--- src/hw/rec_pkg.sv ---
//--------------------
// shared types and constants of the luma reconstruction path
// pixel, coefficient, block and row types, level-scale tables
//--------------------
`default_nettype none

package rec_pkg;

	//--------------------
	// scalar types
	//--------------------
	typedef logic [7:0] pixel_t;
	typedef logic signed [8:0] coeff_t;
	typedef logic signed [25:0] wide_t;
	typedef logic [5:0] qp_t;
	typedef logic [3:0] blk_idx_t;
	typedef logic [4:0] scale_t;

	// blocks in raster order, index = row * 4 + column
	typedef coeff_t [15:0] coeff_blk_t;
	typedef pixel_t [15:0] pred_blk_t;
	typedef wide_t [15:0] wide_blk_t;

	// one row of a block, pix_row_t is also the buffer word
	typedef pixel_t [3:0] pix_row_t;
	typedef wide_t [3:0] res_row_t;

	typedef struct packed {
		coeff_blk_t coeffs;
		pred_blk_t  pred;
		qp_t        qp;
		blk_idx_t   blk_idx;
	} rec_in_t;

	typedef struct packed {
		wide_blk_t data;
		pred_blk_t pred;
		blk_idx_t  blk_idx;
	} stage_t;

	typedef struct packed {
		blk_idx_t   blk_idx;
		logic [1:0] row;
	} rd_addr_t;

	//--------------------
	// constants
	//--------------------
	localparam int BLK_PER_MB = 16;
	localparam int ROWS_PER_BLK = 4;

	// indexed by qp mod 6
	localparam scale_t LEVEL_SCALE_EVEN [6] = '{5'd10, 5'd11, 5'd13, 5'd14, 5'd16, 5'd18};
	localparam scale_t LEVEL_SCALE_ODD [6] = '{5'd16, 5'd18, 5'd20, 5'd23, 5'd25, 5'd29};
	localparam scale_t LEVEL_SCALE_MIXED [6] = '{5'd13, 5'd14, 5'd16, 5'd18, 5'd20, 5'd23};

endpackage

`default_nettype wire

--- src/hw/iqit_rescale.sv ---
//--------------------
// qp based dequantization of one 4x4 coefficient block
//--------------------
`timescale 1ns/1ps
`default_nettype none

module iqit_rescale import rec_pkg::*; (
	input  logic    clk,
	input  logic    rst_n,
	input  logic    blk_valid,
	input  rec_in_t blk_in,
	output stage_t  rescaled,
	output logic    rescaled_valid
);

	logic [2:0] qp_rem;
	logic [3:0] qp_div;
	wide_blk_t  scaled;

	// table picked by row and column parity of the position
	function automatic wide_t level_scale(input logic [3:0] pos, input logic [2:0] rem);
		scale_t scale;
		if (!pos[2] && !pos[0]) begin
			scale = LEVEL_SCALE_EVEN[rem];
		end else if (pos[2] && pos[0]) begin
			scale = LEVEL_SCALE_ODD[rem];
		end else begin
			scale = LEVEL_SCALE_MIXED[rem];
		end
		return wide_t'(scale);
	endfunction

	always_comb begin
		qp_rem = 3'(blk_in.qp % 6);
		qp_div = 4'(blk_in.qp / 6);
		for (int i = 0; i < 16; i++) begin
			scaled[i] = (wide_t'($signed(blk_in.coeffs[i])) * level_scale(4'(i), qp_rem))
				<<< qp_div;
		end
	end

	//--------------------
	// output register
	//--------------------
	always_ff @(posedge clk) begin
		if (!rst_n) begin
			rescaled_valid <= 1'b0;
		end else begin
			rescaled_valid <= blk_valid;
		end
	end

	always_ff @(posedge clk) begin
		if (blk_valid) begin
			rescaled.data <= scaled;
			rescaled.pred <= blk_in.pred;
			rescaled.blk_idx <= blk_in.blk_idx;
		end
	end

endmodule

`default_nettype wire

--- config.mk ---
export PLATFORM = sky130hd
export DESIGN_NAME = iqit_rescale
export DESIGN_NICKNAME = d
export VERILOG_FILES = /design/src/hw/rec_pkg.sv /design/src/hw/iqit_rescale.sv
export SDC_FILE = /design/constraint.sdc
export NUM_CORES = 2
export LEC_CHECK = 0
export BUFFER_PORTS_ARGS = -buffer_cell sky130_fd_sc_hd__buf_2
export CAP_MARGIN = 20
export CORE_MARGIN = 5
export CORE_UTILIZATION = 35
export CTS_CLUSTER_SIZE = 16
export DETAILED_ROUTE_END_ITERATION = 12
export GPL_TIMING_DRIVEN = 0
export PLACE_DENSITY = 0.52
export SETUP_SLACK_MARGIN = 0.4
export SLEW_MARGIN = 20
export SYNTH_ARGS = -nofsm -noshare
export SYNTH_HDL_FRONTEND = slang
export SYNTH_SLANG_ARGS = --single-unit
--- constraint.sdc ---
create_clock -name clk -period 9.4 [get_ports clk]
set_input_delay 0.47 -clock clk [delete_from_list [all_inputs] [get_ports clk]]
set_output_delay 0.47 -clock clk [all_outputs]
set_load 0.01 [all_outputs]
**Yosys cells after proc, flatten, opt, wreduce, memory -nomap -nowiden**

Memories as Yosys holds them, arrays and structs flattened.
Cells that the tools add are included.

- Memories kept: 3
- Output and inout port bits: 549
- Input bits: 285
- ROM bits: 120
- Register bits: 549

- Shift operators: 16
- Order comparisons: 1
- Multiplexer cells: 6
- Div/mod/pow operators: 2
- $mul: 16
- Bitwise logic cells: 1

Memories:

| memory | depth | bits a word | read ports | clocked after memory_dff | wr ports | line | source |
|---|---|---|---|---|---|---|---|
| (name not given) | 8 | 5 | 1 | 0 | 0 | iqit_rescale.sv:26 | `scale = LEVEL_SCALE_ODD[rem];` |
| (name not given) | 8 | 5 | 1 | 0 | 0 | iqit_rescale.sv:28 | `scale = LEVEL_SCALE_MIXED[rem];` |
| (name not given) | 8 | 5 | 1 | 0 | 0 | iqit_rescale.sv:24 | `scale = LEVEL_SCALE_EVEN[rem];` |

Operator list:

| operator | count |
|---|---|
| <<< shifter 15 x 4 -> 26 bit | 16 |
| multiplier 9 x 6 -> 15 bit | 16 |
| divider 6 x 3 -> 32 bit, second input constant | 1 |
| remainder unit 6 x 3 -> 32 bit, second input constant | 1 |
| 2-to-1 mux 5 bit | 6 |
| greater-or-equal comparator 4 bit, second input constant | 1 |
| inverter 3 -> 4 bit | 1 |

**Depth between registers and ports, before layout**

- Depth in word-level cells: 7
- Depth in mapped cells: 34
- Depth with buffers taken out: 26

**Worst setup path after synthesis**

Ideal clock, no wire load.

- Kind: input port to flip-flop
- From: input blk_in[8] in the netlist's numbering
- To: register rescaled[257] in the netlist's numbering (data pin)
- Path slack: 1.698 ns
- Arrival time: 7.556 ns
- Cell stages on the path: 31
- Buffers on the path: 7
- Path through: buf_4 -> buf_4 -> clkbuf_1 -> ha_1 -> and4b_1 -> buf_2 -> o21ai_1 -> and3_1 -> buf_4 -> a21oi_4 -> mux2i_1 -> clkbuf_1 -> ha_1 -> nor3_2 -> nor2_1 -> clkbuf_1 -> nand2_1 -> inv_1 -> fa_1 -> inv_1 -> fa_1 -> fa_1 -> inv_1 -> ha_1 -> or4_1 -> o21a_1 -> o311ai_0 -> mux2i_1 -> mux2i_1 -> mux2i_1 -> a21oi_1

RTL lines:

| element | line | source |
|---|---|---|
| start, declared | iqit_rescale.sv:11 | `input rec_in_t blk_in,` |
| end, declared | iqit_rescale.sv:12 | `output stage_t rescaled,` |

==> impl_metrics.ini <==
[outcome]
run_status = finished clean

[floorplan]
die-area_um2 = 172000
pin_count = 834
row_count = 148
dieWidth_um = 415
die_y_um = 415
coreArea_um2 = 163000
start_util_pct = 35.2

[sta]
drv_slew = 0
rsz0062_at_grt = false
fmax_ghz = 0.110
slew_headroom_pct = 4.48
hold_viol_final = 0
fin_ws_ns = 0.297
setup_tns_ns = 0
min_period_ns = 9.10
setup_violations = 0
worst_slew_pin_slew_ns = 1.43
min_period_over_period_pct = 96.8

[finish]
syn2layout_area_growth_pct = 20.8
regArea_um2 = 16500
drive_gt1_share_pct = 19.5
layout_commonest_cell = buf_2
finalNonFillerCells = 9482
final_core_utilization_pct = 42.5
nets = 8345
multi_input_area_um2 = 36800
mostFrequentLayoutCells = buf_2, inv_1, edfxtp_1
fillers = 16300

[power]
pwr-share-seq_pct = 14.9
ir_drop_v = 0.000170
p_sw_mw = 16.6
clock_power_share_pct = 8.6
p_leak_nw = 31.9
intPower_mw = 12.5
swShare_pct = 57.1
combPwrFrac_pct = 76.5
p_per_area_nw_per_um2 = 420

[cts]
cts_root_buffer = clkbuf_16
cts_sinks = 549
clkSlewWorstSetupHoldPaths_ns = 0.06
cts_buffers = 58
htreeDepth = 2
cts_tree = built
cts_buffer_depth = 3

[synth]
synthSimpleGateAreaFrac_pct = 14.7
synthXorXnorAreaFrac_pct = 2.25
synthMuxAreaShare_pct = 6.25
netlist_area_um2 = 57300
synth-edff-count = 548
synth_fa_ha_area_share_pct = 24.3
yosysUniqueCellTypes = 99
synthArstFlopShare_pct = 0
yosysSeqAreaShare_pct = 28.8
syn_area_per_cell_um2 = 9.36
synth_top_family_by_area = adder cells
yosysWarnings = 0
ys_ff_latch = 549
postSynthCellCount = 6121
synth_ff_type = edfxtp_1
synth_compound_area_share_pct = 15.5

[place]
placed_cells = 9189
dp_worst_setup_slack_ns = -2.66
numPortBuffers = 830
dp_hpwl_mm = 291
gp_congestion = 1.04

[detailed_routing]
drt-total-wl_mm = 370
via_count = 56700
drtPass1Iterations = 6
post_drt_wl_per_cell_um = 39.0
via_per_inst = 5.98
drtIter0Drc = 6544
drc = 0
ant_nets = 0

[run]
maxCapViolations = 0

[setup_path]
start_kind = input port
crit_required_ns = 9.85
cp_data_arrival_time_ns = 9.56
crit_path_end_kind = register
critPathMaxFanout = 10
criticalPathCategory = in -> reg

[global_route]
grt_max_degree = 109
grt_pass1_vias = 55300
grt_pass1_wl_mm = 489
globalRoute.totalOverflow = 0
antenna_found_initial = 72
grtUsageTotal_pct = 41.5

[hold_path]
hold_class = in -> reg
holdPathStages = 1
==> final timing paths <==
kind	startpoint	endpoint	slack, ns
setup / recovery	blk_in[8]	rescaled[402]$_DFFE_PP_	0.30
hold / removal	blk_in[49]	rescaled[43]$_DFFE_PP_	0.01
==> kinds of logic (layout without fill, tap and decap cells) <==
kind of cell    after synthesis  count (layout)
simple gates               1697            1697
compound gates             1334            1334
buf+inv                    1200            2316
fa+ha+maj                   843             843
flops                       549             549
mux                         349             349
xor+xnor                    147             147
other cells                   2              72
==> per-stage QoR <==
step	instance area [um2]	total power, mW	hold WS [ns]
2_1_floorplan	57400	16.4	0.569
3_3_place_gp	64300	25.2	0.647
3_5_place_dp	65100	25.2	0.648
4_1_cts	68800	28.2	0.00183
5_1_grt	69100	30.2	0.000935
6_report	69200	29.0	0.0139
==> repair_timing <==
item | in CTS | in global routing
hold buffers | 124 | 5
pin swaps | 4 | 4
endpoints found under the hold margin | 124 | 5
setup buffers | 7 | 5
endpoints found under the setup margin | 311 | 170
gates resized for setup | 89 | 56
==> critical path: stages <==
cell       delay (ns)
buf_2            0.15
buf_4            0.19
buf_4            0.19
clkbuf_1         0.11
ha_2             0.44
nand4bb_1        0.17
o211ai_1         0.13
a221oi_2         0.62
nand2_1          0.55
a21oi_4          0.69
a21oi_2          0.23
buf_8            0.23
clkbuf_2         0.32
and2_1           0.29
fa_1             0.51
inv_1            0.06
fa_1             0.46
fa_1             0.54
inv_1            0.04
ha_1             0.36
o21ai_0          0.15
o21ai_0          0.17
a21oi_1          0.10
xnor2_1          0.51
mux2i_1          0.41
mux2i_1          0.67
a21oi_1          0.18
o21ai_1          0.57
==> per-layer routing <==
layer  track usage [%]  vias up  share of wire [%]
met5                 0        -              0.031
met4              29.7       18                9.2
met3              10.3     1171                8.4
met2              66.5     3531                 45
met1              48.8    28600                 37
li1                  -    23400                  -
==> synth_stat cells, types with 12 or more instances <==
cell type	instances	area, um2
nor4_1	14	87.6
ha_1	395	4940
nand3_1	57	285
o21ai_0	252	1260
o221ai_1	18	158
fa_1	448	8970
o21bai_1	17	128
nor2_1	399	1500
o22ai_1	56	350
or3_1	37	231
xor2_1	28	245
clkbuf_1	202	758
a211oi_1	92	691
o2111ai_1	16	140
o31a_1	12	105
a21o_1	40	300
nor2b_1	77	482
a22o_1	16	140
a221oi_1	23	201
nand2b_1	25	156
mux2_2	58	653
mux2i_1	290	2900
o2bb2ai_1	14	123
o31ai_1	20	150
edfxtp_1	548	16500
or2_2	16	100
a31oi_1	39	244
nand2_1	464	1740
a22oi_1	50	375
a21oi_1	368	1840
inv_1	871	3270
xnor2_1	119	1040
buf_2	93	465
nor3_1	66	330
o211ai_1	70	526
buf_1	13	48.8
and2_1	343	2150
and3_1	144	901
o21a_1	66	495
a211o_1	24	210
==> power groups by stage <==
stage          registers, mW  logic [mW]  clock network [mW]
6_report                4.32        22.2                2.49
5_1_grt                 4.37        23.2                2.64
4_1_cts                 4.34        21.3                2.54
3_5_place_dp            4.39        20.8                   0
3_3_place_gp            4.42        20.8                   0
2_1_floorplan           4.65        11.7                   0
==> flip-flops by register name, summed over array words and instances (netlist names) <==
register,flops
rescaled_valid,1
rescaled,548
==> final cells by class <==
class,instances,share of cell area [%]
multi-input combinational,4402,53.1
sequential,549,23.8
timing repair buffer,1006,8.96
inverter,872,4.73
tap,2175,3.93
buffer,328,2.36
clock buffer,64,2.13
clock inverter,46,0.824
antenna,40,0.145
Note: power is estimated with default switching activity, not from simulation.
