==> config.mk <==
export PLATFORM = sky130hd
export DESIGN_NAME = iqit_transform
export DESIGN_NICKNAME = d
export VERILOG_FILES = /design/src/hw/rec_pkg.sv /design/src/hw/iqit_transform.sv
export SDC_FILE = /design/constraint.sdc
export NUM_CORES = 2
export LEC_CHECK = 0
export ABC_AREA = 0
export BUFFER_PORTS_ARGS = -buffer_cell sky130_fd_sc_hd__buf_2
export CAP_MARGIN = 20
export CORE_MARGIN = 1
export CORE_UTILIZATION = 56
export CTS_CLUSTER_DIAMETER = 60
export DETAILED_ROUTE_END_ITERATION = 8
export HOLD_SLACK_MARGIN = 0.03
export PLACE_DENSITY = 0.86
export SLEW_MARGIN = 10
export SYNTH_ARGS = -nofsm -noshare
export SYNTH_HDL_FRONTEND = slang
export SYNTH_SLANG_ARGS = --single-unit
==> constraint.sdc <==
create_clock -name clk -period 10.6 [get_ports clk]
set_input_delay 2.65 -clock clk [delete_from_list [all_inputs] [get_ports clk]]
set_output_delay 2.65 -clock clk [all_outputs]
set_load 0.05 [all_outputs]
==> src/hw/rec_pkg.sv <==
//--------------------
// shared types and constants of the luma reconstruction path
// pixel, coefficient, block and row types, level-scale tables
//--------------------
`default_nettype none

package rec_pkg;

	//--------------------
	// scalar types
	//--------------------
	typedef logic [7:0] pixel_t;
	typedef logic signed [8:0] coeff_t;
	typedef logic signed [25:0] wide_t;
	typedef logic [5:0] qp_t;
	typedef logic [3:0] blk_idx_t;
	typedef logic [4:0] scale_t;

	// blocks in raster order, index = row * 4 + column
	typedef coeff_t [15:0] coeff_blk_t;
	typedef pixel_t [15:0] pred_blk_t;
	typedef wide_t [15:0] wide_blk_t;

	// one row of a block, pix_row_t is also the buffer word
	typedef pixel_t [3:0] pix_row_t;
	typedef wide_t [3:0] res_row_t;

	typedef struct packed {
		coeff_blk_t coeffs;
		pred_blk_t  pred;
		qp_t        qp;
		blk_idx_t   blk_idx;
	} rec_in_t;

	typedef struct packed {
		wide_blk_t data;
		pred_blk_t pred;
		blk_idx_t  blk_idx;
	} stage_t;

	typedef struct packed {
		blk_idx_t   blk_idx;
		logic [1:0] row;
	} rd_addr_t;

	//--------------------
	// constants
	//--------------------
	localparam int BLK_PER_MB = 16;
	localparam int ROWS_PER_BLK = 4;

	// indexed by qp mod 6
	localparam scale_t LEVEL_SCALE_EVEN [6] = '{5'd10, 5'd11, 5'd13, 5'd14, 5'd16, 5'd18};
	localparam scale_t LEVEL_SCALE_ODD [6] = '{5'd16, 5'd18, 5'd20, 5'd23, 5'd25, 5'd29};
	localparam scale_t LEVEL_SCALE_MIXED [6] = '{5'd13, 5'd14, 5'd16, 5'd18, 5'd20, 5'd23};

endpackage

`default_nettype wire

==> src/hw/iqit_transform.sv <==
//--------------------
// two pass 4x4 inverse integer transform
// row pass, then column pass with rounding
//--------------------
`timescale 1ns/1ps
`default_nettype none

module iqit_transform import rec_pkg::*; (
	input  logic                clk,
	input  logic                rst_n,
	input  stage_t              rescaled,
	input  logic                rescaled_valid,
	output res_row_t [3:0]      res_rows,
	output pix_row_t [3:0]      pred_rows,
	output logic                xf_valid,
	output blk_idx_t            xf_blk_idx
);

	stage_t          row_q;
	logic            row_valid;
	wide_blk_t       row_xf;
	res_row_t [3:0]  res_next;

	// 1D inverse transform butterfly
	function automatic res_row_t idct4(input res_row_t a);
		wide_t    e;
		wide_t    f;
		wide_t    g;
		wide_t    h;
		res_row_t y;
		e = $signed(a[0]) + $signed(a[2]);
		f = $signed(a[0]) - $signed(a[2]);
		g = ($signed(a[1]) >>> 1) - $signed(a[3]);
		h = $signed(a[1]) + ($signed(a[3]) >>> 1);
		y[0] = e + h;
		y[1] = f + g;
		y[2] = f - g;
		y[3] = e - h;
		return y;
	endfunction

	//--------------------
	// stage one, rows
	//--------------------
	always_comb begin
		for (int r = 0; r < 4; r++) begin
			row_xf[r*4 +: 4] = idct4(rescaled.data[r*4 +: 4]);
		end
	end

	always_ff @(posedge clk) begin
		if (rescaled_valid) begin
			row_q.data <= row_xf;
			row_q.pred <= rescaled.pred;
			row_q.blk_idx <= rescaled.blk_idx;
		end
	end

	//--------------------
	// stage two, columns
	//--------------------
	always_comb begin : col_pass
		res_row_t col_in;
		res_row_t col_out;
		for (int c = 0; c < 4; c++) begin
			for (int k = 0; k < 4; k++) begin
				col_in[k] = row_q.data[k*4 + c];
			end
			col_out = idct4(col_in);
			// round to nearest, back to residual scale
			for (int k = 0; k < 4; k++) begin
				res_next[k][c] = ($signed(col_out[k]) + wide_t'(32)) >>> 6;
			end
		end
	end

	always_ff @(posedge clk) begin
		if (row_valid) begin
			res_rows <= res_next;
			xf_blk_idx <= row_q.blk_idx;
			for (int r = 0; r < 4; r++) begin
				pred_rows[r] <= row_q.pred[r*4 +: 4];
			end
		end
	end

	// valid pipe
	always_ff @(posedge clk) begin
		if (!rst_n) begin
			row_valid <= 1'b0;
			xf_valid <= 1'b0;
		end else begin
			row_valid <= rescaled_valid;
			xf_valid <= row_valid;
		end
	end

endmodule

`default_nettype wire

Word-level counts from Yosys, hierarchy flattened --
Cells that the tools add are included. W data, S select, Z words.
Operators by class: add/sub/neg operators 80, $mul 0, divide/modulo/power cells 0, magnitude comparators 0, equal/unequal tests 0, shift-type cells 0, mux-type cells 0, bitwise logic cells 0, reductions and logical operators 0
Operators by type and width (number):
- $add A26 B26 Y26 | 24
- $sub A26 B26 Y26 | 24
- $add A26 B7 Y26 const B | 16
- $add A26 B25 Y26 | 8
- $sub A25 B26 Y26 | 8
Word-level totals: register bits 1002, latch bits 0, memory bits (writable) 0, memory bits (read-only) 0, input port bits 551, output and inout bits 549, word-level logic and storage cells 148, memories 0

Longest topological paths before layout --
depth after elaboration 3, mapped depth 28, gate-level depth less buffers 28

Worst setup path before layout --
Ideal clock, no wire load.
path kind register to register, start point reg row_valid, end point reg pred_rows[0] (netlist bit) (enable), setup time 0.862 ns, data arrival time 10.198 ns, data required time 9.738 ns, path slack -0.460 ns, cell stages (with the launch flop) 1, buffers on the path 0, clock period less this slack 11.060 ns, path through dfxtp_1
RTL lines:
- from (decl) | RTL line iqit_transform.sv:20 | logic row_valid;
- from (signal assigned) | RTL line iqit_transform.sv:93 | row_valid <= rescaled_valid;
- to (signal, indexed assignment) | RTL line iqit_transform.sv:82 | pred_rows[r] <= row_q.pred[r*4 +: 4];
- to (decl) | RTL line iqit_transform.sv:14 | output pix_row_t [3:0] pred_rows,
No word-level cell between the ends.

==> flow_summary_export.csv <==
group,metric,value,unit
status,status,"finished, final reports clean",
floorplanning,pin_count,1100,
logic_synthesis,ys.warnings.count,0,
logic_synthesis,syn_area,105000,um^2
detailed_routing,ant_nets,0,
logic_synthesis,synthTopCellsByArea,"edfxtp_1 (28%), ha_1 (23%), xnor2_1 (8.2%), inv_1 (5.4%), a21oi_1 (4.8%)",
setup_path,cp_slowest_stage_delay,0.58,ns
sta,rsz0062_at_grt,"no",
logic_synthesis,synth_edf_count,992,
sta,min_period,7.42,ns
place,hpwl,316,mm
place,portBuffers,1099,
setup_path,path_max_fanout,10,
detailed_routing,via_count,89390,
floorplanning,start_util,56.5,%
clocking,clock-root-buffer,"clkbuf_16",
detailed_routing,first_pass_iters,8,
logic_synthesis,ys_ff_latch,994,
sta,final-hold-violation-count,0,
detailed_routing,wl,372,mm
detailed_routing,wl_per_cell,24.6,um
sta,final_max_slew_viol_count,0,
clocking,clkTransAtPathRegs,0.06,ns
sta,slew_headroom,16.6,%
setup_path,reg2reg_depth,25,
grt,grt-ovfl-total,0,
setup_path,worstPathRequired,11.15,ns
clocking,cts_setup_buffers,0,
floorplanning,die_w,435,um
clocking,clkLatencyLatePin,0.83,ns
sta,worstMarginPinSlew,1.24,ns
clocking,holdBufCountCts,0,
grt,grt_usage,37.8,%
clocking,cts_tree,"done",
cells_and_area,drive_gt1_share,11.5,%
clocking,cts.path.max_buffers,3,
setup_path,cp.depth,24,
cells_and_area,syn2layout_area_growth,11.4,%
logic_synthesis,async_reset_ff_share,0,%
setup_path,critPathKind,"input pin to flop",
setup_path,crit_chain,"buf_2, ha_1, inv_1, fa_1, o21ba_2, o21bai_1, a21oi_1, o21bai_1, a21oi_1, o41ai_1, o41ai_1, o31ai_1, xnor2_1, ha_1, inv_1, a21oi_1, nor2_1, nor2_1, a211o_1, a21oi_1, or3_1, a21oi_1, a21oi_1, xor2_1",
detailed_routing,drc_errors,0,
floorplanning,rows,158,
setup_path,critPathMostFrequentCell,"a21oi_1",
logic_synthesis,yosysUniqueCellTypes,90,
clocking,cts-buffers-inserted,133,
setup_path,end_kind,"flop",
flow_run,drv_cap,0,
detailed_routing,vias_per_cell,5.91,
setup_path,critPathArrivalTime,7.97,ns
logic_synthesis,syn_area_per_cell,9.10,um^2
logic_synthesis,synth_top_cell_area_share,28.4,%
clocking,htreeDepth,4,
floorplanning,fp.coreArea,186000,um^2
logic_synthesis,synth_cells,11541,
setup_path,critPathTopFamily,"compound AO/OA/AOI/OAI gates",
setup_path,crit_buf_inv,3,
setup_path,reg2reg_slack,3.48,ns
detailed_routing,drt_iter0_markers,7893,
grt,grt_pass1_wl,533,mm
logic_synthesis,synth-seq-area-share,28.4,%
floorplanning,die_h,435,um
floorplanning,die-area,189000,um^2
sta,tns,0,ns
grt,antenna_found_initial,104,
logic_synthesis,synth-main-ff-cell,"edfxtp_1",
cells_and_area,fin_nets,15018,
place,gp_congestion,1.09,
clocking,cts_sinks,994,
setup_path,crit_slowest_cell,"o31ai_1",
grt,grt_max_degree,149,
hold_path,holdPathStages,0,
grt,grt_pass1_vias,84166,
setup_path,start_kind,"input pin",
logic_synthesis,yosys.area.top_type,"edfxtp_1",
sta,timing.final.crit_share,70.0,%
sta,finalSetupViolCount,0,
sta,clock.fmax,135,MHz
clocking,cts_resized,0,
sta,skew,0.0275,ns
logic_synthesis,syn-num-nets,14089,
hold_path,worstHoldPathType,"flop to flop",
[path summary, 6_finish.rpt]
check | endpoint | start
worst max-delay path | col_pass.col_in[25] | rescaled[184]
worst min-delay path | pred_rows[10] | row_q[14]
worst min register to register | pred_rows[10] | row_q[14]
worst max register to register | res_rows[45] | row_q[262]
[placed cells by master, fill, tap and decap left out, drive strengths merged, types with 272 or more instances in the layout]
master,n
edfxtp,992
ha,1949
a21o,359
nand2,403
inv,1532
xor2,401
nor2,920
o21ai,460
xnor2,988
a21oi,999
o21bai,272
buf,1116
[metrics by stage]
| step | hold slack, ns | std cells | worst slack [ns] | cell area, um^2 | utilization (%) |
|---|---|---|---|---|---|
| finish | 0.415 | 15123 | 3.18 | 117000 | 63.0 |
| global route | 0.418 | 15099 | 2.86 | 117000 | 62.9 |
| CTS | 0.417 | 15056 | 3.34 | 117000 | 62.9 |
| detailed placement | 0.405 | 14813 | 2.47 | 112000 | 60.4 |
| global placement | 0.401 | 14813 | 2.51 | 112000 | 60.4 |
| floorplan | 0.400 | 11541 | 3.42 | 105000 | - |
[registers in the layout, summed over array words and instances (netlist names)]
signal / cells
row_valid: 1
xf_valid: 1
col_pass.col_in: 101
row_q: 439
xf_blk_idx: 4
pred_rows: 128
res_rows: 320
[cells in the mapped netlist, drive strengths merged (45+ instances only)]
| cell type | n |
|---|---|
| ha | 1949 |
| inv | 1498 |
| a21oi | 999 |
| edfxtp | 992 |
| xnor2 | 988 |
| nor2 | 920 |
| o21ai | 460 |
| nand2 | 403 |
| xor2 | 401 |
| a21o | 359 |
| o21bai | 272 |
| nor3 | 230 |
| clkbuf | 217 |
| nand2b | 172 |
| nor2b | 166 |
| nand3 | 141 |
| o21a | 131 |
| buf | 105 |
| a31oi | 77 |
| and3 | 71 |
| nand4 | 68 |
| o31ai | 61 |
| or3 | 55 |
| a211oi | 54 |
| or2 | 54 |
| fa | 48 |
| o211ai | 45 |
[logic make-up after synthesis]
kind of cell | Yosys count | synth area share (%)
compound gates | 2879 | 17.6
buf+inv | 1820 | 6.86
flops | 994 | 28.4
mux | 2 | 0.0191
fa+ha+maj | 1997 | 24.1
simple gates | 2451 | 11.2
xor+xnor | 1398 | 11.8
[layout make-up]
class | instances | area [um^2]
Antenna cell | 65 | 163
Clock buffer | 146 | 3380
Clock inverter | 97 | 1200
Fill cell | 16007 | 68800
Inverter | 1498 | 5620
Multi-Input combinational cell | 8727 | 68000
Sequential cell | 994 | 29800
Tap cell | 2480 | 3100
Timing Repair Buffer | 1116 | 5690
[metal layers]
metal | vias to the layer above | global-route usage [%] | wire [um]
met4 | 54 | 25.3 | 29200
li1 | 42197 | - | -
met3 | 966 | 7.96 | 32900
met1 | 42076 | 44.4 | 140000
met5 | - | 0 | 334
met2 | 4097 | 62.3 | 170000
Power is not shown: default switching activity piles up to over one toggle a cycle in this logic, so the estimate is an artifact.
