===== src/hw/rec_pkg.sv =====
//--------------------
// shared types and constants of the luma reconstruction path
// pixel, coefficient, block and row types, level-scale tables
//--------------------
`default_nettype none

package rec_pkg;

	//--------------------
	// scalar types
	//--------------------
	typedef logic [7:0] pixel_t;
	typedef logic signed [8:0] coeff_t;
	typedef logic signed [25:0] wide_t;
	typedef logic [5:0] qp_t;
	typedef logic [3:0] blk_idx_t;
	typedef logic [4:0] scale_t;

	// blocks in raster order, index = row * 4 + column
	typedef coeff_t [15:0] coeff_blk_t;
	typedef pixel_t [15:0] pred_blk_t;
	typedef wide_t [15:0] wide_blk_t;

	// one row of a block, pix_row_t is also the buffer word
	typedef pixel_t [3:0] pix_row_t;
	typedef wide_t [3:0] res_row_t;

	typedef struct packed {
		coeff_blk_t coeffs;
		pred_blk_t  pred;
		qp_t        qp;
		blk_idx_t   blk_idx;
	} rec_in_t;

	typedef struct packed {
		wide_blk_t data;
		pred_blk_t pred;
		blk_idx_t  blk_idx;
	} stage_t;

	typedef struct packed {
		blk_idx_t   blk_idx;
		logic [1:0] row;
	} rd_addr_t;

	//--------------------
	// constants
	//--------------------
	localparam int BLK_PER_MB = 16;
	localparam int ROWS_PER_BLK = 4;

	// indexed by qp mod 6
	localparam scale_t LEVEL_SCALE_EVEN [6] = '{5'd10, 5'd11, 5'd13, 5'd14, 5'd16, 5'd18};
	localparam scale_t LEVEL_SCALE_ODD [6] = '{5'd16, 5'd18, 5'd20, 5'd23, 5'd25, 5'd29};
	localparam scale_t LEVEL_SCALE_MIXED [6] = '{5'd13, 5'd14, 5'd16, 5'd18, 5'd20, 5'd23};

endpackage

`default_nettype wire


===== src/hw/rec_mb_buffer.sv =====
//--------------------
// macroblock reconstruction buffer
// four row banks of 16 words, done pulses, registered read
//--------------------
`timescale 1ns/1ps
`default_nettype none

module rec_mb_buffer import rec_pkg::*; (
	input  logic           clk,
	input  logic           rst_n,
	input  logic           xf_valid,
	input  blk_idx_t       xf_blk_idx,
	input  pix_row_t [3:0] rec_rows,
	input  logic           rd_en,
	input  rd_addr_t       rd_addr,
	output logic           blk_done,
	output blk_idx_t       done_idx,
	output logic           mb_done,
	output pix_row_t       rd_data
);

	logic     wr_valid;
	blk_idx_t wr_idx;
	pix_row_t bank [ROWS_PER_BLK][BLK_PER_MB];

	//--------------------
	// align valid with the sum pe outputs
	//--------------------
	always_ff @(posedge clk) begin
		if (!rst_n) begin
			wr_valid <= 1'b0;
		end else begin
			wr_valid <= xf_valid;
		end
	end

	always_ff @(posedge clk) begin
		if (xf_valid) begin
			wr_idx <= xf_blk_idx;
		end
	end

	// whole block in one cycle, one row per bank
	always_ff @(posedge clk) begin
		if (wr_valid) begin
			for (int r = 0; r < ROWS_PER_BLK; r++) begin
				bank[r][wr_idx] <= rec_rows[r];
			end
		end
	end

	//--------------------
	// done pulses
	//--------------------
	always_ff @(posedge clk) begin
		if (!rst_n) begin
			blk_done <= 1'b0;
			mb_done <= 1'b0;
		end else begin
			blk_done <= wr_valid;
			mb_done <= wr_valid && (wr_idx == blk_idx_t'(BLK_PER_MB - 1));
		end
	end

	always_ff @(posedge clk) begin
		if (wr_valid) begin
			done_idx <= wr_idx;
		end
	end

	// read port, old data on a same cycle write
	always_ff @(posedge clk) begin
		if (rd_en) begin
			rd_data <= bank[rd_addr.row][rd_addr.blk_idx];
		end
	end

endmodule

`default_nettype wire


===== config.mk =====
export PLATFORM = sky130hd
export DESIGN_NAME = rec_mb_buffer
export DESIGN_NICKNAME = d
export VERILOG_FILES = /design/src/hw/rec_pkg.sv /design/src/hw/rec_mb_buffer.sv
export SDC_FILE = /design/constraint.sdc
export NUM_CORES = 2
export LEC_CHECK = 0
export ABC_CLOCK_PERIOD_IN_PS = 31100
export BUFFER_PORTS_ARGS = -buffer_cell sky130_fd_sc_hd__clkbuf_2
export CORE_ASPECT_RATIO = 0.5
export CORE_MARGIN = 3
export CORE_UTILIZATION = 47
export CTS_BUF_LIST = sky130_fd_sc_hd__clkbuf_8
export CTS_CLUSTER_SIZE = 10
export DETAILED_ROUTE_END_ITERATION = 10
export PLACE_DENSITY = 0.71
export SLEW_MARGIN = 20
export SYNTH_ARGS = -nofsm -noshare
export SYNTH_HDL_FRONTEND = slang
export SYNTH_SLANG_ARGS = --single-unit

===== constraint.sdc =====
create_clock -name clk -period 31.1 [get_ports clk]
set_input_delay 0 -clock clk [delete_from_list [all_inputs] [get_ports clk]]
set_output_delay 0 -clock clk [all_outputs]
set_load 0.05 [all_outputs]

* Yosys cells after proc, flatten, opt, wreduce, memory -nomap -nowiden
Memories as Yosys holds them, arrays and structs flattened.
Cells that the tools add are included.
** Word-level totals
- Register bits after elaboration :: 43
- Bits in writable memories :: 2048
- Output and inout bits :: 38
- Word-level logic and storage cells :: 25
- Memories kept :: 1
** Cells by class
- Order comparisons :: 3
- Equal/unequal tests :: 1
- Mux-type cells :: 7
- Bitwise logic cells :: 2
- Reduce and logical (&&, ||, !) cells :: 2
** Memory list
- bank :: words 4, width 512, rd ports 1, clocked after memory_dff 0, wr ports 4, line rec_mb_buffer.sv:24 : pix_row_t bank [ROWS_PER_BLK][BLK_PER_MB];
** Operator list (count)
- 512-bit two-way mux :: 1
- 32-bit binary-select mux with 4-bit select :: 1
- 32-bit demux with 4-bit select :: 1
- 32-bit two-way mux :: 3
- 5-bit >= comparator (second input constant) :: 2
- 4-bit NOT with 5-bit output :: 2
- 5-bit by 1-bit < comparator with 1-bit output (second input constant) :: 1
- 4-bit == test (second input constant) :: 1
- 1-bit logical AND :: 2
- 1-bit two-way mux :: 1

* Logic depth before layout (Yosys ltp)
- Word-level depth :: 6
- Depth in mapped cells :: 10
- Mapped depth without buffers :: 5

* Least setup slack after synthesis
Ideal clock, no wire load.
- Kind :: register to register
- From :: register wr_idx[3]
- To :: memory bank[0][448] (netlist name) (enable)
- Setup time :: 0.929 ns
- Arrival :: 12.765 ns
- Required time :: 30.171 ns
- Slack :: 17.406 ns
- Cell stages (with the launch flop) :: 3
- Period minus slack after synthesis :: 13.694 ns
- Cells stage by stage :: edfxtp_1 > clkbuf_1 > nor4_1
** RTL lines
- start, declared :: line rec_mb_buffer.sv:23 : blk_idx_t wr_idx;
- start signal, assigned :: line rec_mb_buffer.sv:39 : wr_idx <= xf_blk_idx;
- end, declared :: line rec_mb_buffer.sv:24

* Worst setup path in the final report
- From :: input port rd_addr[2] (netlist name)
- To :: register rd_data[25] (netlist name), data pin
** Between the ends
- Longest elaborated chain between the ends :: 4
** Ends and longest elaborated chain
- start, declared :: line rec_mb_buffer.sv:15 : input rd_addr_t rd_addr,
- 4-bit NOT with 5-bit output (not written as such) :: line rec_mb_buffer.sv:74 : rd_data <= bank[rd_addr.row][rd_addr.blk_idx];
- 32-bit binary-select mux with 4-bit select :: line rec_mb_buffer.sv:74
- 32-bit two-way mux (not written as such) (2 in series) :: line rec_mb_buffer.sv:74
- end signal, assigned :: line rec_mb_buffer.sv:74
- end, declared :: line rec_mb_buffer.sv:19 : output pix_row_t rd_data
Every way passes these cells. The select of a mux whose other input is x is not followed.
A chain may end at the register's enable or synchronous reset.

==> summary.md <==
| Metric | Value |
|---|---|
| Number of failing hold endpoints at the final stage | 0 |
| Number of H-tree branching levels | 5 |
| Via count of the first global-routing pass | 40219 |
| Initial antenna violation count | 7 |
| Prevailing post-synth register cell | sky130_fd_sc_hd__edfxtp_1 |
| Top fanout value on the critical path | 137 |
| Power density normalized to cell area | 59.9 nW/um2 |
| Remaining Overflow, GRT | 0 |
| Logic pwr share | 5.8% |
| Starting density of the core | 47.8% |
| Switching component of the power | 1.18 mW |
| Type of the worst setup path | input port to flop |
| Global router's overall resource usage | 21.0% |
| Top cell type by total area after synthesis | sky130_fd_sc_hd__edfxtp_1 |
| HP Start | rec_rows[125] |
| Run status | completed |
| Area grow syn2layout | 13.5% |
| Syn. warnings | 0 |
| Unrepaired setup endpoints after global routing | no |
| Number of antenna-violating nets in the routed design | 0 |
| Largest cells by area after synthesis | sky130_fd_sc_hd__edfxtp_1 79%, sky130_fd_sc_hd__mux4_2 13%, sky130_fd_sc_hd__mux2i_1 1.8% |
| Maximum buffer depth of the clock tree | 4 |
| Largest clock skew in the final design | 56.6 ps |
| Max-cap check violation count | 0 |
| Skew-Pair Late Insertion Delay | 1000 ps |
| Pre-Repair DR Iteration Count | 8 |
| DRC marker count from the first detailed-route iteration | 4433 |
| Type of the most critical hold path | input port to flop |
| Fraction of final layout cells with drive strength greater than 1 | 25.9% |
| Count of mapped cells out of synthesis | 3424 |
| Clock power frac | 35.8% |
| Share of power burned in registers | 58.4% |
| Count of endpoints failing setup in the final report | 0 |
| GP Congestion | 0.761 |
| Share of the yosys chip area belonging to registers | 79.3% |
| CTS clock-pin slew for the worst setup and hold paths | 60 ps |
| Global-route wire length before repair | 267000 um |
| Highest ir drop seen on vdd | 0.0351 mV |
| Area of the multi-input gates | 15300 um2 |
| Number of nets in the final layout | 4145 |
| Max-slew headroom | 14.5% |
| Leakage | 28.7 nW |
| Slew @ Worst Pin | 1280 ps |
| Depth of the most critical reg-to-reg path | 6 |
| Data arrival time of the worst path | 4450 ps |
| DR vias | 38574 |
| Core Region | 166000 um2 |
| Count of unique library cells instantiated by Yosys | 47 |
| Pin count of the biggest net entering global routing | 138 |
| Setup TNS | 0 ps |
| Die footprint | 174000 um2 |
| Switching Share | 22.0% |
| Final period util | 12.0% |
| Number of cells on the worst hold path | 2 |
| Summed instance area of the synthesized netlist | 79200 um2 |
| Number of remaining DRC errors | 0 |
| Post-route worst setup slack | 27360 ps |
| Share of Yosys cell area claimed by the top area cell type | 79.2% |
| Slew Limit Fails | 0 |
| Most frequent cell after synthesis | sky130_fd_sc_hd__edfxtp_1 |
| Number of buffers inserted to repair setup after CTS | 0 |
| HPWL after detailed placement | 89300 um |
| Endpoint with the worst hold slack | bank[3][29] |
| DIE WIDTH | 586 um |
| Reg2Reg Setup Slack | 28180 ps |
| CP Launch Type | input port |
| Cells resized by post-CTS repair | 0 |
| Maximum clock frequency | 267 MHz |
| Master cell of the clock root buffer | sky130_fd_sc_hd__clkbuf_8 |
| Boundary pin count | 180 |
| Clock sinks | 2091 |
| Clock buffer count from CTS | 309 |
| Pre-CTS setup slack | 26390 ps |
| Critical path required time | 31810 ps |
| Mean number of vias per cell | 5.97 |
| Net Count, Synth | 3566 |
| Number of register bits inferred by synthesis | 2091 |
| Register Area | 62800 um2 |
| Total of buffers placed on input and output ports | 179 |
| Total length of routed wires | 181000 um |
| Number of fill cells in the layout | 12057 |
| Cell-internal power | 4.20 mW |
| Endpoint kind of the worst setup timing path | flop |
| Number of flops mapped to enable cells by yosys | 2088 |
| Die extent in y | 296 um |
| Critical register-to-register path endpoint | rd_data[25] |
| Avg WL per Cell | 28.1 um |
| Clock tree from TritonCTS | done |
| Worst flop-to-flop path startpoint | bank[3][89] |
| FP Rows | 105 |
| Proportion of synthesized flip-flops having asynchronous set or reset | 0% |
| Final critical delay including setup and external delays | 3740 ps |
| Post-Syn Area per Cell | 23.1 um2 |
| Top post-synthesis cells by count | 2088 x sky130_fd_sc_hd__edfxtp_1, 448 x sky130_fd_sc_hd__mux4_2, 144 x sky130_fd_sc_hd__mux2i_1, 121 x sky130_fd_sc_hd__o22ai_1, 63 x sky130_fd_sc_hd__buf_2 |
-- timing repair --
| action | CTS | global route |
|---|---|---|
| hold endpoints to repair | 2112 | 0 |
| setup endpoints to repair | 0 | 0 |
| hold buffers | 219 | 0 |
-- worst max-delay path: stages --
cell,delay (ps)
sky130_fd_sc_hd__dlygate4sd3_1,560
sky130_fd_sc_hd__buf_8,660
sky130_fd_sc_hd__buf_12,630
sky130_fd_sc_hd__and2_1,820
sky130_fd_sc_hd__nand2_1,120
sky130_fd_sc_hd__buf_4,360
sky130_fd_sc_hd__o22ai_1,310
sky130_fd_sc_hd__or4_1,180
sky130_fd_sc_hd__a22oi_1,80
sky130_fd_sc_hd__dlygate4sd3_1,570
-- how the worst max path moves through the flow --
stage          depth (start not counted)           end        from  slack (ps)
3_5_place_dp                           8    rd_data[5]  rd_addr[0]       26390
2_1_floorplan                          2  bank[0][448]   wr_idx[3]       17410
3_3_place_gp                           8    rd_data[6]  rd_addr[0]       26500
5_1_grt                                8    rd_data[5]  rd_addr[0]       27120
4_1_cts                               10   rd_data[25]  rd_addr[2]       27340
6_report                              10   rd_data[25]  rd_addr[2]       27360
-- power by group through the flow --
stage	logic (mW)	registers, mW	clock network [mW]
after floorplan	0.156	3.22	0
after global placement	0.281	3.20	0
after detailed placement	0.286	3.21	0
after CTS	0.312	3.15	1.96
after global routing	0.329	3.15	2.09
final	0.310	3.15	1.93
-- cell type report --
class	instances	area share [%]
Clock inverter	194	0.891
Clock buffer	317	4.85
Antenna cell	6	0.0167
Multi-Input combinational cell	1143	17.1
Sequential cell	2091	69.8
Timing Repair Buffer	457	4.19
Inverter	1	0.00418
Tap cell	2247	3.13
-- flip-flops by register name (all words and copies together), names as in the netlist --
name and flops:
rd_data 32, done_idx 4, wr_idx 4, bank 2048, blk_done 1, mb_done 1
wr_valid 1
-- per-layer routing --
layer	share of wire (%)	up-vias	track usage, %
li1	-	15916	-
met1	39	20310	28.7
met2	49	2032	34.1
met3	9.5	316	4.23
met4	2.6	0	7.26
met5	0	-	0
-- cell usage in the layout, fill, tap and decap left out, types with 16 or more instances in the layout --
master / netlist / routed
sky130_fd_sc_hd__mux4_2: 448 / 448
sky130_fd_sc_hd__buf_12: 3 / 16
sky130_fd_sc_hd__mux2i_1: 144 / 144
sky130_fd_sc_hd__dlygate4sd3_1: 0 / 219
sky130_fd_sc_hd__nand2b_1: 19 / 19
sky130_fd_sc_hd__a21oi_1: 26 / 26
sky130_fd_sc_hd__o22ai_1: 121 / 121
sky130_fd_sc_hd__inv_1: 1 / 108
sky130_fd_sc_hd__o22a_1: 16 / 16
sky130_fd_sc_hd__clkbuf_2: 1 / 173
sky130_fd_sc_hd__nand2_1: 49 / 48
sky130_fd_sc_hd__buf_4: 45 / 44
sky130_fd_sc_hd__nor4_1: 23 / 21
sky130_fd_sc_hd__mux2_2: 30 / 30
sky130_fd_sc_hd__edfxtp_1: 2088 / 2088
sky130_fd_sc_hd__o21ai_0: 22 / 22
sky130_fd_sc_hd__nor2b_1: 19 / 17
sky130_fd_sc_hd__o221ai_1: 46 / 46
sky130_fd_sc_hd__a22oi_1: 35 / 35
sky130_fd_sc_hd__clkbuf_8: 0 / 317
sky130_fd_sc_hd__clkinv_1: 0 / 65
sky130_fd_sc_hd__nor2_1: 38 / 28
-- metrics by stage --
step | std cells | hold slack, ps | total power, mW | area [um2] | utilization (%)
finish | 6456 | 44.8 | 5.38 | 89900 | 54.2
global route | 6453 | 48.3 | 5.56 | 89900 | 54.2
CTS | 6449 | 0.471 | 5.42 | 89800 | 54.2
detailed placement | 5719 | 179 | 3.49 | 82500 | 49.8
global placement | 5719 | 179 | 3.48 | 82500 | 49.8
floorplan | 3424 | 98.9 | 3.38 | 79200 | -
-- logic make-up after synthesis --
logic type | Yosys count | share of synthesized area [%]
buf+inv | 190 | 1.49
flops | 2091 | 79.3
mux | 626 | 15.1
compound gates | 322 | 2.86
simple gates | 195 | 1.25
(Power assumes the default switching activity.)
