**src/hw/rec_pkg.sv**
```systemverilog
//--------------------
// shared types and constants of the luma reconstruction path
// pixel, coefficient, block and row types, level-scale tables
//--------------------
`default_nettype none

package rec_pkg;

	//--------------------
	// scalar types
	//--------------------
	typedef logic [7:0] pixel_t;
	typedef logic signed [8:0] coeff_t;
	typedef logic signed [25:0] wide_t;
	typedef logic [5:0] qp_t;
	typedef logic [3:0] blk_idx_t;
	typedef logic [4:0] scale_t;

	// blocks in raster order, index = row * 4 + column
	typedef coeff_t [15:0] coeff_blk_t;
	typedef pixel_t [15:0] pred_blk_t;
	typedef wide_t [15:0] wide_blk_t;

	// one row of a block, pix_row_t is also the buffer word
	typedef pixel_t [3:0] pix_row_t;
	typedef wide_t [3:0] res_row_t;

	typedef struct packed {
		coeff_blk_t coeffs;
		pred_blk_t  pred;
		qp_t        qp;
		blk_idx_t   blk_idx;
	} rec_in_t;

	typedef struct packed {
		wide_blk_t data;
		pred_blk_t pred;
		blk_idx_t  blk_idx;
	} stage_t;

	typedef struct packed {
		blk_idx_t   blk_idx;
		logic [1:0] row;
	} rd_addr_t;

	//--------------------
	// constants
	//--------------------
	localparam int BLK_PER_MB = 16;
	localparam int ROWS_PER_BLK = 4;

	// indexed by qp mod 6
	localparam scale_t LEVEL_SCALE_EVEN [6] = '{5'd10, 5'd11, 5'd13, 5'd14, 5'd16, 5'd18};
	localparam scale_t LEVEL_SCALE_ODD [6] = '{5'd16, 5'd18, 5'd20, 5'd23, 5'd25, 5'd29};
	localparam scale_t LEVEL_SCALE_MIXED [6] = '{5'd13, 5'd14, 5'd16, 5'd18, 5'd20, 5'd23};

endpackage

`default_nettype wire

```
**src/hw/rec_sum_pe.sv**
```systemverilog
//--------------------
// residual plus prediction for one row, clipped to 8 bits
//--------------------
`timescale 1ns/1ps
`default_nettype none

module rec_sum_pe import rec_pkg::*; (
	input  logic     clk,
	input  res_row_t res_row,
	input  pix_row_t pred_row,
	output pix_row_t rec_row
);

	pix_row_t clipped;

	function automatic pixel_t clip_pixel(input wide_t v);
		if (v < 0) begin
			return 8'd0;
		end else if (v > 255) begin
			return 8'd255;
		end else begin
			return v[7:0];
		end
	endfunction

	// four adders in parallel
	always_comb begin
		for (int i = 0; i < 4; i++) begin
			clipped[i] = clip_pixel($signed(res_row[i]) + wide_t'(pred_row[i]));
		end
	end

	always_ff @(posedge clk) begin
		rec_row <= clipped;
	end

endmodule

`default_nettype wire

```
**config.mk**
```make
export PLATFORM = sky130hd
export DESIGN_NAME = rec_sum_pe
export DESIGN_NICKNAME = d
export VERILOG_FILES = /design/src/hw/rec_pkg.sv /design/src/hw/rec_sum_pe.sv
export SDC_FILE = /design/constraint.sdc
export NUM_CORES = 1
export LEC_CHECK = 0
export BUFFER_PORTS_ARGS = -buffer_cell sky130_fd_sc_hd__buf_2
export CAP_MARGIN = 40
export CORE_ASPECT_RATIO = 0.6
export CORE_UTILIZATION = 30
export DETAILED_ROUTE_END_ITERATION = 10
export GPL_ROUTABILITY_DRIVEN = 0
export PLACE_DENSITY = 0.57
export RECOVER_POWER = 50
export SLEW_MARGIN = 20
export SYNTH_ARGS = -nofsm -noshare
export SYNTH_HDL_FRONTEND = slang
export SYNTH_SLANG_ARGS = --single-unit
```
**constraint.sdc**
```tcl
create_clock -name clk -period 2.6 [get_ports clk]
set_input_delay 0.13 -clock clk [delete_from_list [all_inputs] [get_ports clk]]
set_output_delay 0.13 -clock clk [all_outputs]
set_load 0.1 [all_outputs]
```
# Yosys cells after proc, flatten, opt, wreduce, memory -nomap -nowiden
# Index checks and enable logic that the tools add are counted.
# word_totals
ff_bits	32
input_bits	137
out_inout_bits	32
elab_cells	20
# op_classes
n_addsub	4
n_lt_le_gt_ge	8
mux	4
# ops
cell	count
26-bit by 9-bit adder with 26-bit output	4
26-bit by 9-bit greater-than comparator with 1-bit output (second input constant)	4
26-bit by 1-bit less-than comparator with 1-bit output (second input constant)	4
8-bit two-way mux	4

# Logic depth before layout (Yosys ltp)
# Gate-level depths: netlist (run 1).
# depth
word_depth	3
ltp_mapped	9
ltp_nobuf	9

# Worst setup path after synthesis (run 1)
# Ideal clock, no wire load.
# synth_timing
path_type	input to register
start	in res_row[0] (netlist name)
end	reg rec_row[2] (netlist name)
setup_ns	0.120
arrival_time_ns	2.327
required_time_ns	2.480
slack_ns	0.154
path_stages	9
path_buffers	0
path_cell_list	ha_1 fa_1 a211oi_1 o21a_2 a21oi_1 a311o_1 a22oi_1 nand4_2 o31a_1
# synth_between
elab_chain_len	3
elab_cells_between_ends	4
classes_between	1 x add/sub; 2 x order compare; 1 x mux
# synth_lines
item	line_no	text
from (decl)	rec_sum_pe.sv:9	input res_row_t res_row,
26-bit by 9-bit adder with 26-bit output (*)	rec_sum_pe.sv:29	clipped[i] = clip_pixel($signed(res_row[i]) + wide_t'(pred_row[i]));
26-bit by 9-bit greater-than comparator with 1-bit output	rec_sum_pe.sv:19	end else if (v > 255) begin
8-bit two-way mux	rec_sum_pe.sv:19	
to (signal assigned)	rec_sum_pe.sv:34	rec_row <= clipped;
to (decl)	rec_sum_pe.sv:11	output pix_row_t rec_row
# Every way passes the cells marked *; elsewhere a longest branch is shown, timed or not.
# A chain may end at the register's enable or synchronous reset.

# Worst setup path after layout (run 1)
# layout_timing
start	in res_row[0] (netlist name)
end	reg rec_row[4] (netlist name)
# The elaborated chain is that of the path after synthesis.

==> results of run 1 <==
layout make-up:
| cell class | count | area share, % |
|---|---|---|
| well taps | 170 | 3.96 |
| repair buffers | 203 | 19.8 |
| inverters | 9 | 0.629 |
| clock buffers | 8 | 2.73 |
| multi-input cells | 453 | 61.0 |
| flip-flops and latches | 32 | 11.9 |
cells in the mapped netlist, types with 2 or more instances:
library cell	number	area (um^2)
nor2b_1	4	25.0
xor2_1	18	158
nand3_1	36	180
a41oi_1	8	70.1
nor3_1	18	90.1
and4_1	6	52.6
or3_1	6	37.5
ha_1	32	400
a31oi_1	12	75.1
a211oi_1	8	60.1
or2_2	3	18.8
o31a_1	10	87.6
xnor2_1	20	175
a21oi_1	31	155
o21bai_1	3	22.5
and2_1	6	37.5
nor4_1	6	37.5
a311o_1	2	20.0
nand2_1	28	105
inv_1	9	33.8
nor3b_1	4	30.0
o21a_1	12	90.1
a211o_1	5	43.8
o2111ai_1	6	52.6
dfxtp_1	32	641
nand2b_1	4	25.0
a21oi_2	2	17.5
and3_1	11	68.8
a22oi_1	2	15.0
nand4_1	12	75.1
nor3_4	2	32.5
o211ai_1	20	150
o22ai_1	2	12.5
o21ai_0	22	110
nand4b_1	2	17.5
mux2i_1	3	30.0
a211oi_2	2	25.0
nor4b_1	2	17.5
o21ai_1	5	25.0
nand4_2	2	25.0
a21o_1	12	90.1
fa_1	4	80.1
nor2_1	32	120
a311oi_1	2	17.5
path summary, 6_finish.rpt:
| check | startpoint | end | slack, ns | cells past startpoint |
|---|---|---|---|---|
| worst max-delay path | res_row[0] | rec_row[4] | 0.19 | 10 |
| worst min-delay path | pred_row[24] | rec_row[24] | 0.21 | 3 |
logic make-up after synthesis:
| family | Yosys count | synth area share, % |
|---|---|---|
| simple gates | 194 | 28.1 |
| compound gates | 181 | 32.9 |
| xor+xnor | 38 | 8.39 |
| fa+ha+maj | 36 | 12.1 |
| flops | 32 | 16.2 |
| buf+inv | 11 | 1.26 |
| mux | 4 | 1.04 |
per-layer routing:
metal / vias to the layer above / routed length (um) / GRT usage [%]
li1: 2399 / - / -
met1: 2206 / 6840 / 28.8
met2: 158 / 5130 / 26.3
met3: 4 / 854 / 2.56
met4: 0 / 76 / 3.37
met5: - / 0 / 0
through the flow:
step,cells,setup slack [ns],cell area [um^2],power [mW],hold slack [ns]
floorplan,496,0.154,3970,1.17,0.358
global placement,867,-0.00704,5270,1.50,0.459
detailed placement,867,-0.0834,5270,1.51,0.487
CTS,875,0.200,5410,2.11,0.193
global route,875,0.0244,5370,2.21,0.209
finish,875,0.195,5370,2.09,0.206
report_power, final:
| group | internal [mW] | switching [mW] |
|---|---|---|
| Clock | 0.381 | 0.196 |
| Sequential | 0.518 | 0.00976 |
| Combinational | 0.356 | 0.625 |
critical path, cell delays in order:
cell and delay (ns):
buf_2 0.10, ha_1 0.22, fa_1 0.38, a211oi_1 0.28
o21a_2 0.21, a21oi_1 0.11, or3_1 0.33, a31oi_1 0.19
nand4_2 0.26, o31a_1 0.36
==> results by group, run 1 <==
Logic synthesis
  – Dominant synthesized flop cell: dfxtp_1
  – Seq/Total Area, Yosys: 16.2%
  – Number of different library cells in the post-synthesis netlist: 72
  – Netlist area before placement: 3970 um^2
  – Synth Register Bits: 32
  – Gate count after technology mapping: 496
  – Number of enable-type register cells in the synthesized netlist: 0
  – Syn Nets: 669
  – Async S/R FF share, synth: 0%
  – Mean instance size in the synthesized netlist: 7.99 um^2
  – Synthesis warning total: 0

Route
  – DRT antenna net count: 0
  – Number of remaining DRC errors: 0
  – Post-DR wirelength/cell: 14.7 um
  – Total vias in the final route: 4767
  – Routed Wire Length: 12900 um
  – First-pass DRT Iterations: 5
  – Post-DR vias/cell: 5.45
  – Initial detailed-routing violation count: 269

Worst setup path
  – Path type of the worst setup path: primary input to flop
  – Kind of launch point of the worst setup path: primary input
  – Max FO, Critical Path: 8
  – Worst endpoint data arrival time: 2.56 ns
  – Critical Path Sink Type: flop
  – WP data required: 2.75 ns

GRT
  – Wire length of the first global-routing pass: 20700 um
  – Grt ovf: 0
  – Via count of the first global-routing pass: 4246
  – Antenna violations before repair: 0
  – Overall track demand over capacity in global routing: 18.5%
  – Maximum number of pins on one net before global-route repair: 13

Finish
  – Register with the most flip-flops: rec_row
  – Area growth, synth to finish: 35.5%
  – Largest registers: rec_row: 32 flops
  – Most common library cell in the layout ignoring fill and taps: buf_2
  – Layout net count: 877
  – Filler Cells Inserted: 1351
  – Max FFs per register: 32
  – Area of all sequential standard cells: 641 um^2
  – Layout cells sized above 1: 28.5%
  – Antenna diode count: 0
  – Highest-count cells in the layout ignoring fill and taps: 136 x buf_2, 36 x nand3_1, 35 x buf_4
  – Multi-input logic area: 3270 um^2
  – Post-layout utilization of the core: 41.8%

STA
  – Final number of max-transition violations: 0
  – Setup violations, final: 0
  – Minimum clock period after layout: 2.41 ns
  – Final worst path period share: 92.5%
  – TNS Setup: 0 ns
  – Maximum frequency from static timing analysis: 0.416 GHz
  – Rel. slew slack: 15.0%
  – Unrepaired setup endpoints after global routing: no
  – Transition time at the pin with the least slew margin: 1.28 ns
  – Final hold violations: 0

CTS
  – Largest buffer count on any clock path: 2
  – CTS HTree Levels: 2
  – Clock transition at the registers of the reported paths: 0.06 ns
  – Number of instances resized during post-cts repair: 0
  – Clock root buffer: clkbuf_16
  – Total of hold buffers inserted after clock tree synthesis: 0
  – Clock tree from TritonCTS: yes
  – Sinks on the clock net: 32
  – TritonCTS Buffers: 5
  – Buffers inserted during post-CTS setup optimization: 0

Floorplan
  – Die Wd: 150 um
  – Die Y: 91.1 um
  – Total I/O pin count: 169
  – Effective utilization at floorplan: 30.9%
  – Core area: 12900 um^2
  – Core Rows: 32
  – Full die area: 13700 um^2

Power
  – Worst VDD drop: 178 uV
  – Areal power density over the cells: 388 nW/um^2
  – Static Leak: 2.26 nW

Hold path
  – Class of the tightest hold or removal check: primary input to flop

Status
  – Run status: completed

Job
  – Number of maximum-capacitance constraint violations: 0

Placement
  – HPWL reported at the end of detailed placement: 11000 um
  – Number of port buffers: 168
Power figures use the tool's default switching activity.
==> run 2, diff against run 1 <==
--- a/config.mk
+++ b/config.mk
@@ -7,10 +7,11 @@
 export LEC_CHECK = 0
 export BUFFER_PORTS_ARGS = -buffer_cell sky130_fd_sc_hd__buf_2
 export CAP_MARGIN = 40
-export CORE_ASPECT_RATIO = 0.6
+export CORE_ASPECT_RATIO = 0.8
 export CORE_UTILIZATION = 30
 export DETAILED_ROUTE_END_ITERATION = 10
 export GPL_ROUTABILITY_DRIVEN = 0
+export MAX_ROUTING_LAYER = met4
 export PLACE_DENSITY = 0.57
 export RECOVER_POWER = 50
 export SLEW_MARGIN = 20
==> run 2 against run 1 <==
Net effect: combinational power down 2%; fmax up 0.31%; total power up 3.0%; clock power up 14%; hold slack worse by 0.024 ns; worst setup slack better by 0.0074 ns; sequential share of layout area down 0.072 points; non-clock buffer count unchanged; critical path depth unchanged; die area about the same; utilization up 0.20 points; sequential power about the same.
==> results by group, run 2 (synthesized netlist as in run 1, its figures left out) <==
Finish
  – Max FFs per register: 32 (unchanged)
  – Non-Filler Cell Area, Final: 5400 um^2 (+0.61%)
  – Register with the most flip-flops: rec_row
  – Layout cells sized above 1: 28.9% (+0.43 points)
  – Layout net count: 877 (unchanged)
  – Area growth, synth to finish: 36.3%
  – Most common library cell in the layout ignoring fill and taps: buf_2
  – Antenna diode count: 0 (unchanged)
  – Highest-count cells in the layout ignoring fill and taps: 136 x buf_2, 36 x nand3_1, 35 x buf_4
  – Largest registers: rec_row: 32 flops

Route
  – Post-DR wirelength/cell: 13.9 um (-5.4%)
  – Total vias in the final route: 4715 (-1.1%)
  – Number of remaining DRC errors: 0 (unchanged)
  – Routed Wire Length: 12300 um (-4.9%)
  – DRT antenna net count: 0 (unchanged)
  – First-pass DRT Iterations: 4 (-1)
  – Post-DR vias/cell: 5.36 (-1.7%)
  – Initial detailed-routing violation count: 281 (+4.5%)

Floorplan
  – Core area: 12900 um^2 (+0.14%)
  – Full die area: 13700 um^2 (about the same)
  – Total I/O pin count: 169 (unchanged)
  – Core Rows: 37 (+16%)
  – Die Wd: 131 um (-13%)
  – Die Y: 105 um (+15%)
  – Effective utilization at floorplan: 30.8% (-0.042 points)

Placement
  – HPWL reported at the end of detailed placement: 10300 um (-5.8%)
  – Number of port buffers: 168 (unchanged)
  – Post-detailed-placement cell area: 5260 um^2 (about the same)

Hold path
  – Class of the tightest hold or removal check: primary input to flop
  – Beginning of the worst hold path: pred_row[24]
  – Hold Crit Depth: 3 (unchanged)
  – Endpoint with the worst hold slack: rec_row[24]

STA
  – Transition time at the pin with the least slew margin: 1.24 ns (-0.0424 ns)
  – Final hold violations: 0 (unchanged)
  – Maximum frequency from static timing analysis: 0.417 GHz (+0.31%)
  – Rel. slew slack: 17.8% (+2.8 points)
  – Unrepaired setup endpoints after global routing: no
  – Minimum clock period after layout: 2.40 ns (-0.00737 ns)
  – Setup violations, final: 0 (unchanged)
  – Final number of max-transition violations: 0 (unchanged)
  – Final worst path period share: 92.2% (-0.28 points)
  – TNS Setup: 0 ns (unchanged)

Worst setup path
  – Worst setup path startpoint: res_row[0]
  – Critical Path Sink Type: flop
  – WP data required: 2.76 ns (about the same)
  – Kind of launch point of the worst setup path: primary input
  – Path type of the worst setup path: primary input to flop
  – Delay contributed by the slowest stage of the critical path: 0.42 ns (+0.04 ns)
  – Worst endpoint data arrival time: 2.56 ns (about the same)
  – Standard cell with the maximum stage delay on the critical path: fa_1
  – Max FO, Critical Path: 8 (unchanged)
  – Series of cell instances along the critical path: buf_2 -> ha_1 -> fa_1 -> a211oi_2 -> o21a_2 -> a21oi_1 -> a311o_1 -> a22oi_1 -> nand4_2 -> o31a_1

GRT
  – Overall track demand over capacity in global routing: 17.6% (-0.81 points)
  – Maximum number of pins on one net before global-route repair: 13 (unchanged)
  – Antenna violations before repair: 0 (unchanged)
  – Grt ovf: 0 (unchanged)
  – Via count of the first global-routing pass: 4114 (-3.1%)
  – Wire length of the first global-routing pass: 19400 um (-6.4%)

Power
  – Static Leak: 2.27 nW (+0.56%)
  – Areal power density over the cells: 398 nW/um^2 (+2.4%)
  – Total chip power: 2.15 mW (+3.0%)
  – Worst VDD drop: 223 uV (+25%)

CTS
  – Clock root buffer: clkbuf_16
  – Total of hold buffers inserted after clock tree synthesis: 0 (unchanged)
  – Clock transition at the registers of the reported paths: 0.05 ns (about the same)
  – Clock tree from TritonCTS: yes
  – TritonCTS Buffers: 5 (unchanged)
  – Largest buffer count on any clock path: 2 (unchanged)
  – Sinks on the clock net: 32 (unchanged)
  – CTS HTree Levels: 2 (unchanged)

Status
  – Run status: completed

Job
  – Number of maximum-capacitance constraint violations: 0 (unchanged)
## run 2: cell types whose count changed in the layout (fill, tap and decap cells not counted)
cell        change
bufinv_16       +1
a211oi_1        -1
clkbuf_1        -2
clkinvlp_4      +1
a211oi_2        +1
clkinv_2        +1
clkbuf_8        -1
## run 2: per-stage QoR
step / std cells / hold slack, ns / worst slack [ns] / utilization, %
6_report: 880 / 0.182 / 0.202 / 42.0
5_1_grt: 880 / 0.178 / 0.0522 / 42.0
4_1_cts: 879 / 0.174 / 0.159 / 42.2
3_5_place_dp: 871 / 0.459 / -0.122 / 40.9
3_3_place_gp: 871 / 0.462 / -0.0807 / 40.9
2_1_floorplan: 496 / 0.358 / 0.154 / -
## run 2: worst max-delay path by stage
stage | end | slack [ns] | depth (start not counted)
after floorplan | rec_row[2] | 0.15 | 9
after global placement | rec_row[5] | -0.08 | 10
after detailed placement | rec_row[2] | -0.12 | 10
after CTS | rec_row[2] | 0.16 | 10
after global routing | rec_row[4] | 0.05 | 10
final | rec_row[2] | 0.20 | 10
## run 2: where the power goes
part	switching [mW]	internal (mW)	total (mW)
logic	0.612	0.352	0.963
clock network	0.209	0.449	0.658
registers	0.00991	0.518	0.527
## run 2: timing repair
item | CTS | global route
setup buffers | 0 | 1
resized for setup | 0 | 1
endpoints found under the setup margin | 0 | 7
## run 2: layout make-up
| type | count | area (um^2) |
|---|---|---|
| clock buffers | 5 | 125 |
| clock inverters | 3 | 42.5 |
| fillers | 1365 | 7470 |
| inverters | 9 | 33.8 |
| multi-input cells | 453 | 3280 |
| flip-flops and latches | 32 | 641 |
| well taps | 175 | 219 |
| repair buffers | 203 | 1060 |
## run 2: layer usage
layer	global-route usage, %	wire (um)	part of all wire (%)	vias to the layer above
li1	-	-	-	2404
met1	25.2	6200	51	2157
met2	26.6	5300	43	144
met3	1.74	622	5.1	10
met4	3.78	132	1.1	0
met5	-	0	0	-
## run 2: worst max-delay path: cells and delay by family
kind | cells | cell delay [ns]
AO/OA/AOI/OAI | 6 | 1.42
buffers and inverters | 1 | 0.10
adder cells (fa/ha/maj) | 2 | 0.65
AND/OR/NAND/NOR | 1 | 0.25
